**src/design/calc_defines.svh**
```systemverilog
// Word, magnitude and digit widths plus the decimal radix for the calculator core
`ifndef CALC_DEFINES_SVH
`define CALC_DEFINES_SVH

// Full sign-magnitude word, sign in the top bit
`define CALC_WORD_W 16

// Magnitude field below the sign
`define CALC_MAG_W 15

// One keypad digit
`define CALC_DIGIT_W 4

// Decimal shift factor for digit entry
`define CALC_RADIX 10

`endif

```
**src/design/calc_pkg.sv**
```systemverilog
// Controller state type, operator codes and the sign-magnitude word union
`default_nettype none
`include "calc_defines.svh"

package calc_pkg;

    typedef enum logic [3:0] {
        WAIT_OP1      = 4'd0,
        SHIFT_OP1     = 4'd1,
        ADD_DIGIT_OP1 = 4'd2,
        WAIT_OP2      = 4'd3,
        SHIFT_OP2     = 4'd4,
        ADD_DIGIT_OP2 = 4'd5,
        LAUNCH        = 4'd6,
        WAIT_COMPUTE  = 4'd7,
        SHOW_RESULT   = 4'd8
    } calc_state_t;

    // Keypad operator codes, 5 to 7 unused
    typedef enum logic [2:0] {
        OP_NONE = 3'd0,
        OP_NEG  = 3'd1,
        OP_ADD  = 3'd2,
        OP_SUB  = 3'd3,
        OP_MUL  = 3'd4
    } op_code_t;

    typedef struct packed {
        logic                   sign;
        logic [`CALC_MAG_W-1:0] mag;
    } sm_fields_t;

    // Same word seen raw or split into sign and magnitude
    typedef union packed {
        logic [`CALC_WORD_W-1:0] raw;
        sm_fields_t              f;
    } sm_word_t;

endpackage

`default_nettype wire

```
**src/design/arith_if.sv**
```systemverilog
// Operand, strobe and result bundle between the controller and one arithmetic unit
`default_nettype none
`timescale 1ns/1ps

interface arith_if;
    import calc_pkg::*;

    // Driven by the controller
    sm_word_t a;
    sm_word_t b;
    logic     start;
    logic     sub;

    // Driven by the unit, result valid while finish is high
    sm_word_t result;
    logic     finish;

    modport master (
        output a, b, start, sub,
        input  result, finish
    );

    modport unit (
        input  a, b, start, sub,
        output result, finish
    );

endinterface

`default_nettype wire

```
**src/design/calc_controller.sv**
```systemverilog
// Keypad FSM building operands, launching add/sub/multiply and latching the display
`default_nettype none
`timescale 1ns/1ps
`include "calc_defines.svh"

module calc_controller (
    input  logic                    clk,
    input  logic                    nRST,
    input  logic [`CALC_DIGIT_W-1:0] keypad_digit,
    input  logic                    digit_valid,
    input  calc_pkg::op_code_t      operator_key,
    input  logic                    equal_key,
    output logic                    key_read,
    output logic                    complete,
    output calc_pkg::sm_word_t      display_output,
    arith_if.master                 add_bus,
    arith_if.master                 mul_bus
);
    import calc_pkg::*;

    localparam sm_word_t RADIX_WORD = `CALC_WORD_W'(`CALC_RADIX);

    calc_state_t              state;
    calc_state_t              state_next;
    sm_word_t                 op1;
    sm_word_t                 op2;
    op_code_t                 op_r;
    logic [`CALC_DIGIT_W-1:0] digit_r;
    logic                     key_free;
    logic                     take_digit;
    logic                     take_neg;
    logic                     take_op;
    logic                     take_equal;
    logic                     in_shift;

    // A key still held while key_read is high was already consumed
    always_comb begin
        key_free   = !key_read;
        take_digit = key_free && digit_valid;
        take_neg   = key_free && !digit_valid && (operator_key == OP_NEG);
        take_op    = key_free && !digit_valid && (operator_key inside {OP_ADD, OP_SUB, OP_MUL});
        take_equal = key_free && !digit_valid && equal_key;
    end

    assign in_shift = (state == SHIFT_OP1) || (state == SHIFT_OP2);

    // Operand routing to the two units
    assign add_bus.a   = op1;
    assign add_bus.b   = op2;
    assign add_bus.sub = (op_r == OP_SUB);
    assign mul_bus.a   = (state == SHIFT_OP2) ? op2 : op1;
    assign mul_bus.b   = in_shift ? RADIX_WORD : op2;
    assign mul_bus.sub = 1'b0;

    always_comb begin
        state_next = state;
        case (state)
            WAIT_OP1: begin
                if (take_digit) begin
                    state_next = SHIFT_OP1;
                end else if (take_op) begin
                    state_next = WAIT_OP2;
                end
            end
            SHIFT_OP1:     state_next = mul_bus.finish ? ADD_DIGIT_OP1 : SHIFT_OP1;
            ADD_DIGIT_OP1: state_next = WAIT_OP1;
            WAIT_OP2: begin
                if (take_digit) begin
                    state_next = SHIFT_OP2;
                end else if (take_equal) begin
                    state_next = LAUNCH;
                end
            end
            SHIFT_OP2:     state_next = mul_bus.finish ? ADD_DIGIT_OP2 : SHIFT_OP2;
            ADD_DIGIT_OP2: state_next = WAIT_OP2;
            LAUNCH:        state_next = WAIT_COMPUTE;
            WAIT_COMPUTE: begin
                if (add_bus.finish || mul_bus.finish) begin
                    state_next = SHOW_RESULT;
                end
            end
            SHOW_RESULT:   state_next = WAIT_OP1;
            default:       state_next = WAIT_OP1;
        endcase
    end

    // Digit held for the add after the shift
    always_ff @(posedge clk) begin
        if ((state == WAIT_OP1 || state == WAIT_OP2) && take_digit) begin
            digit_r <= keypad_digit;
        end
    end

    always_ff @(posedge clk or negedge nRST) begin
        if (!nRST) begin
            state              <= WAIT_OP1;
            op1                <= '0;
            op2                <= '0;
            op_r               <= OP_NONE;
            key_read           <= 1'b0;
            complete           <= 1'b0;
            display_output.raw <= '0;
            add_bus.start      <= 1'b0;
            mul_bus.start      <= 1'b0;
        end else begin
            state         <= state_next;
            key_read      <= 1'b0;
            complete      <= 1'b0;
            add_bus.start <= 1'b0;
            mul_bus.start <= 1'b0;
            case (state)
                WAIT_OP1: begin
                    if (take_digit) begin
                        key_read      <= 1'b1;
                        mul_bus.start <= 1'b1;
                    end else if (take_neg) begin
                        key_read    <= 1'b1;
                        op1.f.sign  <= !op1.f.sign;
                    end else if (take_op) begin
                        key_read <= 1'b1;
                        op_r     <= operator_key;
                    end
                end
                SHIFT_OP1: begin
                    // Sign stays with the operand, only the magnitude is shifted
                    if (mul_bus.finish) begin
                        op1.f.mag <= mul_bus.result.f.mag;
                    end
                end
                ADD_DIGIT_OP1: op1.f.mag <= op1.f.mag + `CALC_MAG_W'(digit_r);
                WAIT_OP2: begin
                    // Equals is acknowledged from LAUNCH
                    if (take_digit) begin
                        key_read      <= 1'b1;
                        mul_bus.start <= 1'b1;
                    end else if (take_neg) begin
                        key_read   <= 1'b1;
                        op2.f.sign <= !op2.f.sign;
                    end
                end
                SHIFT_OP2: begin
                    if (mul_bus.finish) begin
                        op2.f.mag <= mul_bus.result.f.mag;
                    end
                end
                ADD_DIGIT_OP2: op2.f.mag <= op2.f.mag + `CALC_MAG_W'(digit_r);
                LAUNCH: begin
                    key_read <= 1'b1;
                    if (op_r == OP_MUL) begin
                        mul_bus.start <= 1'b1;
                    end else begin
                        add_bus.start <= 1'b1;
                    end
                end
                WAIT_COMPUTE: begin
                    if (add_bus.finish) begin
                        display_output.raw <= add_bus.result.raw;
                        complete           <= 1'b1;
                    end else if (mul_bus.finish) begin
                        display_output.raw <= mul_bus.result.raw;
                        complete           <= 1'b1;
                    end
                end
                SHOW_RESULT: begin
                    // Fresh entry after every result
                    op1  <= '0;
                    op2  <= '0;
                    op_r <= OP_NONE;
                end
                default: begin
                    op_r <= OP_NONE;
                end
            endcase
        end
    end

    // Only one unit is ever launched at a time
    a_single_start: assert property (
        @(posedge clk) disable iff (!nRST) !(add_bus.start && mul_bus.start)
    ) else $error("adder and multiplier started together");

endmodule

`default_nettype wire

```
**src/design/calc_top.sv**
```systemverilog
// Calculator top level with the controller, adder, multiplier and their two buses
`default_nettype none
`timescale 1ns/1ps
`include "calc_defines.svh"

module calc_top (
    input  logic                                   clk,
    input  logic                                   nRST,
    input  logic [`CALC_DIGIT_W-1:0]               keypad_digit,
    input  logic                                   digit_valid,
    input  logic [$bits(calc_pkg::op_code_t)-1:0]  operator_key,
    input  logic                                   equal_key,
    output logic                                   key_read,
    output logic                                   complete,
    output logic [`CALC_WORD_W-1:0]                display_output
);

    arith_if add_bus ();
    arith_if mul_bus ();

    calc_controller ctrl0 (
        .clk            (clk),
        .nRST           (nRST),
        .keypad_digit   (keypad_digit),
        .digit_valid    (digit_valid),
        .operator_key   (calc_pkg::op_code_t'(operator_key)),
        .equal_key      (equal_key),
        .key_read       (key_read),
        .complete       (complete),
        .display_output (display_output),
        .add_bus        (add_bus),
        .mul_bus        (mul_bus)
    );

    sm_adder add0 (
        .clk  (clk),
        .nRST (nRST),
        .bus  (add_bus)
    );

    sm_multiplier mul0 (
        .clk  (clk),
        .nRST (nRST),
        .bus  (mul_bus)
    );

endmodule

`default_nettype wire

```
**src/design/sm_adder.sv**
```systemverilog
// Two-stage sign-magnitude adder and subtractor on the arithmetic bus
`default_nettype none
`timescale 1ns/1ps
`include "calc_defines.svh"

module sm_adder (
    input  logic   clk,
    input  logic   nRST,
    arith_if.unit  bus
);
    import calc_pkg::*;

    logic                   valid_s1;
    logic                   same_sign_s1;
    logic                   big_sign_s1;
    logic [`CALC_MAG_W-1:0] big_mag_s1;
    logic [`CALC_MAG_W-1:0] small_mag_s1;
    logic                   b_sign_eff;
    logic                   a_is_big;
    logic [`CALC_MAG_W-1:0] mag_out;
    sm_word_t               sum_word;

    // Subtract is an add with b's sign flipped
    assign b_sign_eff = bus.b.f.sign ^ bus.sub;
    assign a_is_big   = bus.a.f.mag >= bus.b.f.mag;

    // Stage one orders the operands by magnitude
    always_ff @(posedge clk) begin
        if (bus.start) begin
            same_sign_s1 <= (bus.a.f.sign == b_sign_eff);
            if (a_is_big) begin
                big_mag_s1   <= bus.a.f.mag;
                small_mag_s1 <= bus.b.f.mag;
                big_sign_s1  <= bus.a.f.sign;
            end else begin
                big_mag_s1   <= bus.b.f.mag;
                small_mag_s1 <= bus.a.f.mag;
                big_sign_s1  <= b_sign_eff;
            end
        end
    end

    // Stage two, wraps modulo 2^15
    always_comb begin
        mag_out = same_sign_s1 ? big_mag_s1 + small_mag_s1 : big_mag_s1 - small_mag_s1;
        sum_word.f.mag  = mag_out;
        sum_word.f.sign = big_sign_s1 && (mag_out != '0);
    end

    always_ff @(posedge clk) begin
        if (valid_s1) begin
            bus.result <= sum_word;
        end
    end

    always_ff @(posedge clk or negedge nRST) begin
        if (!nRST) begin
            valid_s1   <= 1'b0;
            bus.finish <= 1'b0;
        end else begin
            valid_s1   <= bus.start;
            bus.finish <= valid_s1;
        end
    end

    // Fixed latency seen by the controller
    a_finish_after_two: assert property (
        @(posedge clk) disable iff (!nRST) bus.start |-> ##2 bus.finish
    ) else $error("adder finish not two cycles after start");

endmodule

`default_nettype wire

```
**src/design/sm_multiplier.sv**
```systemverilog
// Iterative shift-and-add sign-magnitude multiplier on the arithmetic bus
`default_nettype none
`timescale 1ns/1ps
`include "calc_defines.svh"

module sm_multiplier (
    input  logic   clk,
    input  logic   nRST,
    arith_if.unit  bus
);
    import calc_pkg::*;

    localparam int CNT_W = $clog2(`CALC_MAG_W);
    localparam logic [CNT_W-1:0] LAST_STEP = CNT_W'(`CALC_MAG_W - 1);

    logic                   busy;
    logic [CNT_W-1:0]       step;
    logic                   last_step;
    logic [`CALC_MAG_W-1:0] acc;
    logic [`CALC_MAG_W-1:0] acc_next;
    logic [`CALC_MAG_W-1:0] mcand;
    logic [`CALC_MAG_W-1:0] mplier;
    logic                   sign_r;
    sm_word_t               product;

    assign last_step = busy && (step == LAST_STEP);

    // One multiplier bit per cycle, high bits of the partial sums drop off
    assign acc_next = mplier[0] ? acc + mcand : acc;

    always_comb begin
        product.f.mag  = acc_next;
        product.f.sign = sign_r && (acc_next != '0);
    end

    // Control, counts 15 steps after capture
    always_ff @(posedge clk or negedge nRST) begin
        if (!nRST) begin
            busy       <= 1'b0;
            step       <= '0;
            bus.finish <= 1'b0;
        end else begin
            bus.finish <= 1'b0;
            if (bus.start) begin
                busy <= 1'b1;
                step <= '0;
            end else if (busy) begin
                step <= step + 1'b1;
                if (last_step) begin
                    busy       <= 1'b0;
                    bus.finish <= 1'b1;
                end
            end
        end
    end

    // Datapath
    always_ff @(posedge clk) begin
        if (bus.start) begin
            acc    <= '0;
            mcand  <= bus.a.f.mag;
            mplier <= bus.b.f.mag;
            sign_r <= bus.a.f.sign ^ bus.b.f.sign;
        end else if (busy) begin
            acc    <= acc_next;
            mcand  <= mcand << 1;
            mplier <= mplier >> 1;
            if (last_step) begin
                bus.result <= product;
            end
        end
    end

    // Controller must wait for finish
    a_no_start_busy: assert property (
        @(posedge clk) disable iff (!nRST) busy |-> !bus.start
    ) else $error("multiplier started while busy");

endmodule

`default_nettype wire

```
**config.mk**
```make
export PLATFORM = sky130hd
export DESIGN_NAME = calc_top
export DESIGN_NICKNAME = d
export VERILOG_FILES = /design/src/design/calc_pkg.sv /design/src/design/arith_if.sv /design/src/design/calc_controller.sv /design/src/design/calc_top.sv /design/src/design/sm_adder.sv /design/src/design/sm_multiplier.sv
export VERILOG_INCLUDE_DIRS = /design/src /design/src/design
export SDC_FILE = /design/constraint.sdc
export NUM_CORES = 1
export LEC_CHECK = 0
export BUFFER_PORTS_ARGS = -buffer_cell sky130_fd_sc_hd__buf_4
export CORE_MARGIN = 10
export CORE_UTILIZATION = 64
export CTS_CLUSTER_DIAMETER = 100
export CTS_CLUSTER_SIZE = 28
export DETAILED_ROUTE_END_ITERATION = 16
export PLACE_DENSITY_LB_ADDON = 0.12
export SLEW_MARGIN = 20
export SYNTH_ARGS = -nofsm -noshare
export SYNTH_HDL_FRONTEND = slang
export SYNTH_SLANG_ARGS = --single-unit
```
**constraint.sdc**
```tcl
create_clock -name clk -period 4.6 [get_ports clk]
set_clock_uncertainty 0.2 [all_clocks]
set_input_delay 1.15 -clock clk [delete_from_list [all_inputs] [get_ports clk]]
set_output_delay 1.15 -clock clk [all_outputs]
set_load 0.05 [all_outputs]
```
==> flow_summary.ini <==
[yosys]
synthXorXnorAreaFrac_pct = 3.01
synth.area.top_cells = edfxtp_1 (26%), dfrtp_1 (15%), ha_1 (6.1%)
synthTopCellsByCount = a21oi_1 (125), nor2_1 (120), edfxtp_1 (99)
synth_fa_ha_area_share_pct = 6.77
yosys.area_share.simple_pct = 15.1
synth.distinct_cells = 82
synthesis.instances = 1188
synth-compound-area-share_pct = 23.0
yosysTopAreaCellShare_pct = 26.2
ys_seq_area_share_pct = 43.6
yosysMostFrequentCell = a21oi_1
synth-async-reset-ratio_pct = 37.0
syn_area_per_cell_sq_um = 9.55
synth_top_family_by_area = compound AO/OA/AOI/OAI gates
synth_mux_area_share_pct = 3.87
ys_ff_latch = 181
synth-edff-count = 99
synth_fp_nets = 1258
netlist_area_sq_mm = 0.0113
yosysWarnings = 0
yosysTopAreaCell = edfxtp_1
synth-main-ff-cell = edfxtp_1

[grt]
first_global_vias = 8677
antenna_found_initial = 0
grt_max_degree = 68
grt_pass1_wl_mm = 46.5
grtUsageTotal_pct = 24.0
gr-total-overflow = 0

[routing]
wl_met1_mm = 11.9
wl_mm = 28.5
drtPass1Iterations = 6
drc = 0
first_iter_violations = 1032
dr_wl_met2_mm = 13.8
viasPerCell = 6.66
vias = 9337
dr.max_layer_used = met4
met3WireLength_mm = 2.05
avgRoutedWirePerCell_um = 20.3
drtAntennaViolNets = 0

[power]
p_seq_share_pct = 32.6
clockPowerShare_pct = 14.3
combPwrFrac_pct = 53.1
leakage_nw = 4.92
switching_share_pct = 46.8
ir_drop_mv = 0.484
p_per_area_mw_per_mm2 = 818
p_int_mw = 5.31
p_sw_mw = 4.68

[floorplan]
coreArea_sq_mm = 0.0174
die_w_um = 153
start_util_pct = 65.4
die_y_um = 153
dieArea_sq_mm = 0.0235
pin_count = 29
fp-row-count = 48

[setup_path]
worst_path_most_repeated_cell = ha_1
path_class = reg -> reg
start_kind = flip-flop
cp_max_fo = 4
critPathCaptureType = flip-flop
rrSetupSlack_ns = 0.64
cp_cell_sequence = inv_1 > ha_1 > nor3b_1 > and2_1 > nor2_1 > xnor2_1 > ha_1 > or3_1 > or2_1 > o2111ai_1 > a211oi_1 > a31oi_1 > o311ai_1 > o41a_1
critPathRequiredTime_ns = 4.58
worstRegToRegCells = 14
max_stage_delay_ns = 0.44
worst-path-buf-inv = 1
cp.arrival_ns = 3.94
r2r-start = add0.small_mag_s1[0]
slowest_stage = edfxtp_1
r2r-end = add0.bus.result[15]
cp_top_family = simple AND/OR/NAND/NOR gates

[worst_hold_path]
holdPathStages = 2
hold_class = reg -> reg
min_to = mul0.acc[14]
worstHoldStart = mul0.acc[14]

[timing]
max_freq_ghz = 0.252
finalMaxSlewViolations = 0
setup_viol = 0
whs_ns = 0.298
hold_viol = 0
worst_pin_slew_ns = 1.05
period_share_pct = 86.1
rsz0062_at_grt = no
period_minus_slack_ns = 3.96
setup_tns_ns = 0
relSlewSlack_pct = 29.7

[layout]
syn_to_final_growth_pct = 7.61
multi_input_area_sq_mm = 0.00589
num-fill-cells = 1351
n_antenna_cell = 0
fin_nets = 1234
final-seq-area_sq_mm = 0.00495
drive_gt1_share_pct = 9.43

[job]
drv_cap = 0

[clock_tree]
post_cts_buffers = 0
cts_tree = yes
cts_buffers = 17
cts_sinks = 181
clk_path_buf_depth = 2
insertion_delay_ns = 0.44
cts_hold_buf = 0
clkTransAtPathRegs_ns = 0.07
cts_resized = 0
cts-htree-levels = 4
cts_root_buffer = clkbuf_16

[place]
gp_congestion = 0.912
dp.final_hpwl_mm = 20.5
io_buffers = 28

[run_status]
status = finished clean
power groups by stage:
| stage | combinational, mW | clock (mW) | sequential, mW |
|---|---|---|---|
| 3_3_place_gp | 5.09 | 0 | 3.26 |
| 4_1_cts | 5.25 | 1.44 | 3.25 |
| 2_1_floorplan | 4.04 | 0 | 3.11 |
| 5_1_grt | 5.90 | 1.51 | 3.34 |
| 6_report | 5.30 | 1.43 | 3.26 |
| 3_5_place_dp | 5.19 | 0 | 3.27 |
how the worst max path moves through the flow:
| stage | from | end | cells after the start |
|---|---|---|---|
| after floorplan | add0.small_mag_s1[0] | add0.bus.result[15] | 14 |
| after global placement | add0.small_mag_s1[0] | add0.bus.result[15] | 14 |
| final | add0.small_mag_s1[0] | add0.bus.result[15] | 14 |
| after detailed placement | add0.small_mag_s1[0] | add0.bus.result[15] | 14 |
| after global routing | add0.small_mag_s1[1] | add0.bus.result[15] | 14 |
| after CTS | add0.small_mag_s1[0] | add0.bus.result[15] | 14 |
tightest hold or removal path, stage by stage, from the launching register on:
cell and delay, ns:
dfxtp_1 0.33, o21ai_0 0.07, a21oi_1 0.06
layout by cell type (no fill, tap or decap), drive strengths merged, types with 5 or more instances in the layout:
cell     count
a21oi      125
inv         51
nor3        20
o311ai      20
buf         46
nor2       120
nand4        9
a31oi       16
edfxtp      99
nor2b       16
nand2       71
dfxtp       15
o211ai      17
a211oi      13
ha          55
xnor2       21
o2111ai     36
and2        11
a31o         5
and3        38
or2          8
o21bai       5
nand2b      11
o22a         7
nand3       17
o21ai       50
nor4         7
or3          8
xor2        18
a311oi       7
a21o        13
dfrtp       67
o21a        13
clkinv       6
mux2i       39
clkbuf      17
a22o        13
stage by stage:
stage | worst slack (ns) | power, mW | instance area [sq um] | utilization, % | std cells
after floorplan | 1.06 | 7.15 | 11300 | - | 1188
after global placement | 0.696 | 8.35 | 11600 | 67.0 | 1370
after detailed placement | 0.654 | 8.46 | 11600 | 67.0 | 1370
after CTS | 0.635 | 9.94 | 12200 | 70.3 | 1402
after global routing | 0.372 | 10.7 | 12200 | 70.4 | 1402
final | 0.639 | 9.99 | 12200 | 70.4 | 1402
layer usage:
| metal | GRT usage, % | vias up |
|---|---|---|
| met3 | 3.06 | 73 |
| met4 | 8.81 | 0 |
| met2 | 39.1 | 354 |
| met1 | 32.1 | 4497 |
| met5 | 0 | - |
| li1 | - | 4413 |
final cells by class:
cell class,count,area share [%]
sequential,181,40.5
inverter,43,1.32
clock inverter,15,1.28
multi-input combinational,875,48.2
tap,225,2.31
timing repair buffer,46,2.83
clock buffer,17,3.48
sequential cells by signal, indices dropped and copies added (netlist names), 3 cells and up:
name,count
ctrl0.digit_r,4
mul0.mplier,15
ctrl0.add_bus.b,16
add0.big_mag_s1,15
ctrl0.add_bus.a,16
add0.small_mag_s1,15
mul0.step,4
ctrl0.op_r,3
mul0.mcand,15
add0.bus.result,16
mul0.bus.result,16
mul0.acc,15
ctrl0.display_output,16
ctrl0.state,4
logic make-up after synthesis:
group                    Yosys count
XOR/XNOR                          39
AO/OA/AOI/OAI                    383
AND/OR/NAND/NOR                  351
buffers and inverters            132
adder cells (fa/ha/maj)           59
multiplexers                      43
flip-flops                       181
No activity file was read; power rests on OpenSTA's default activity.
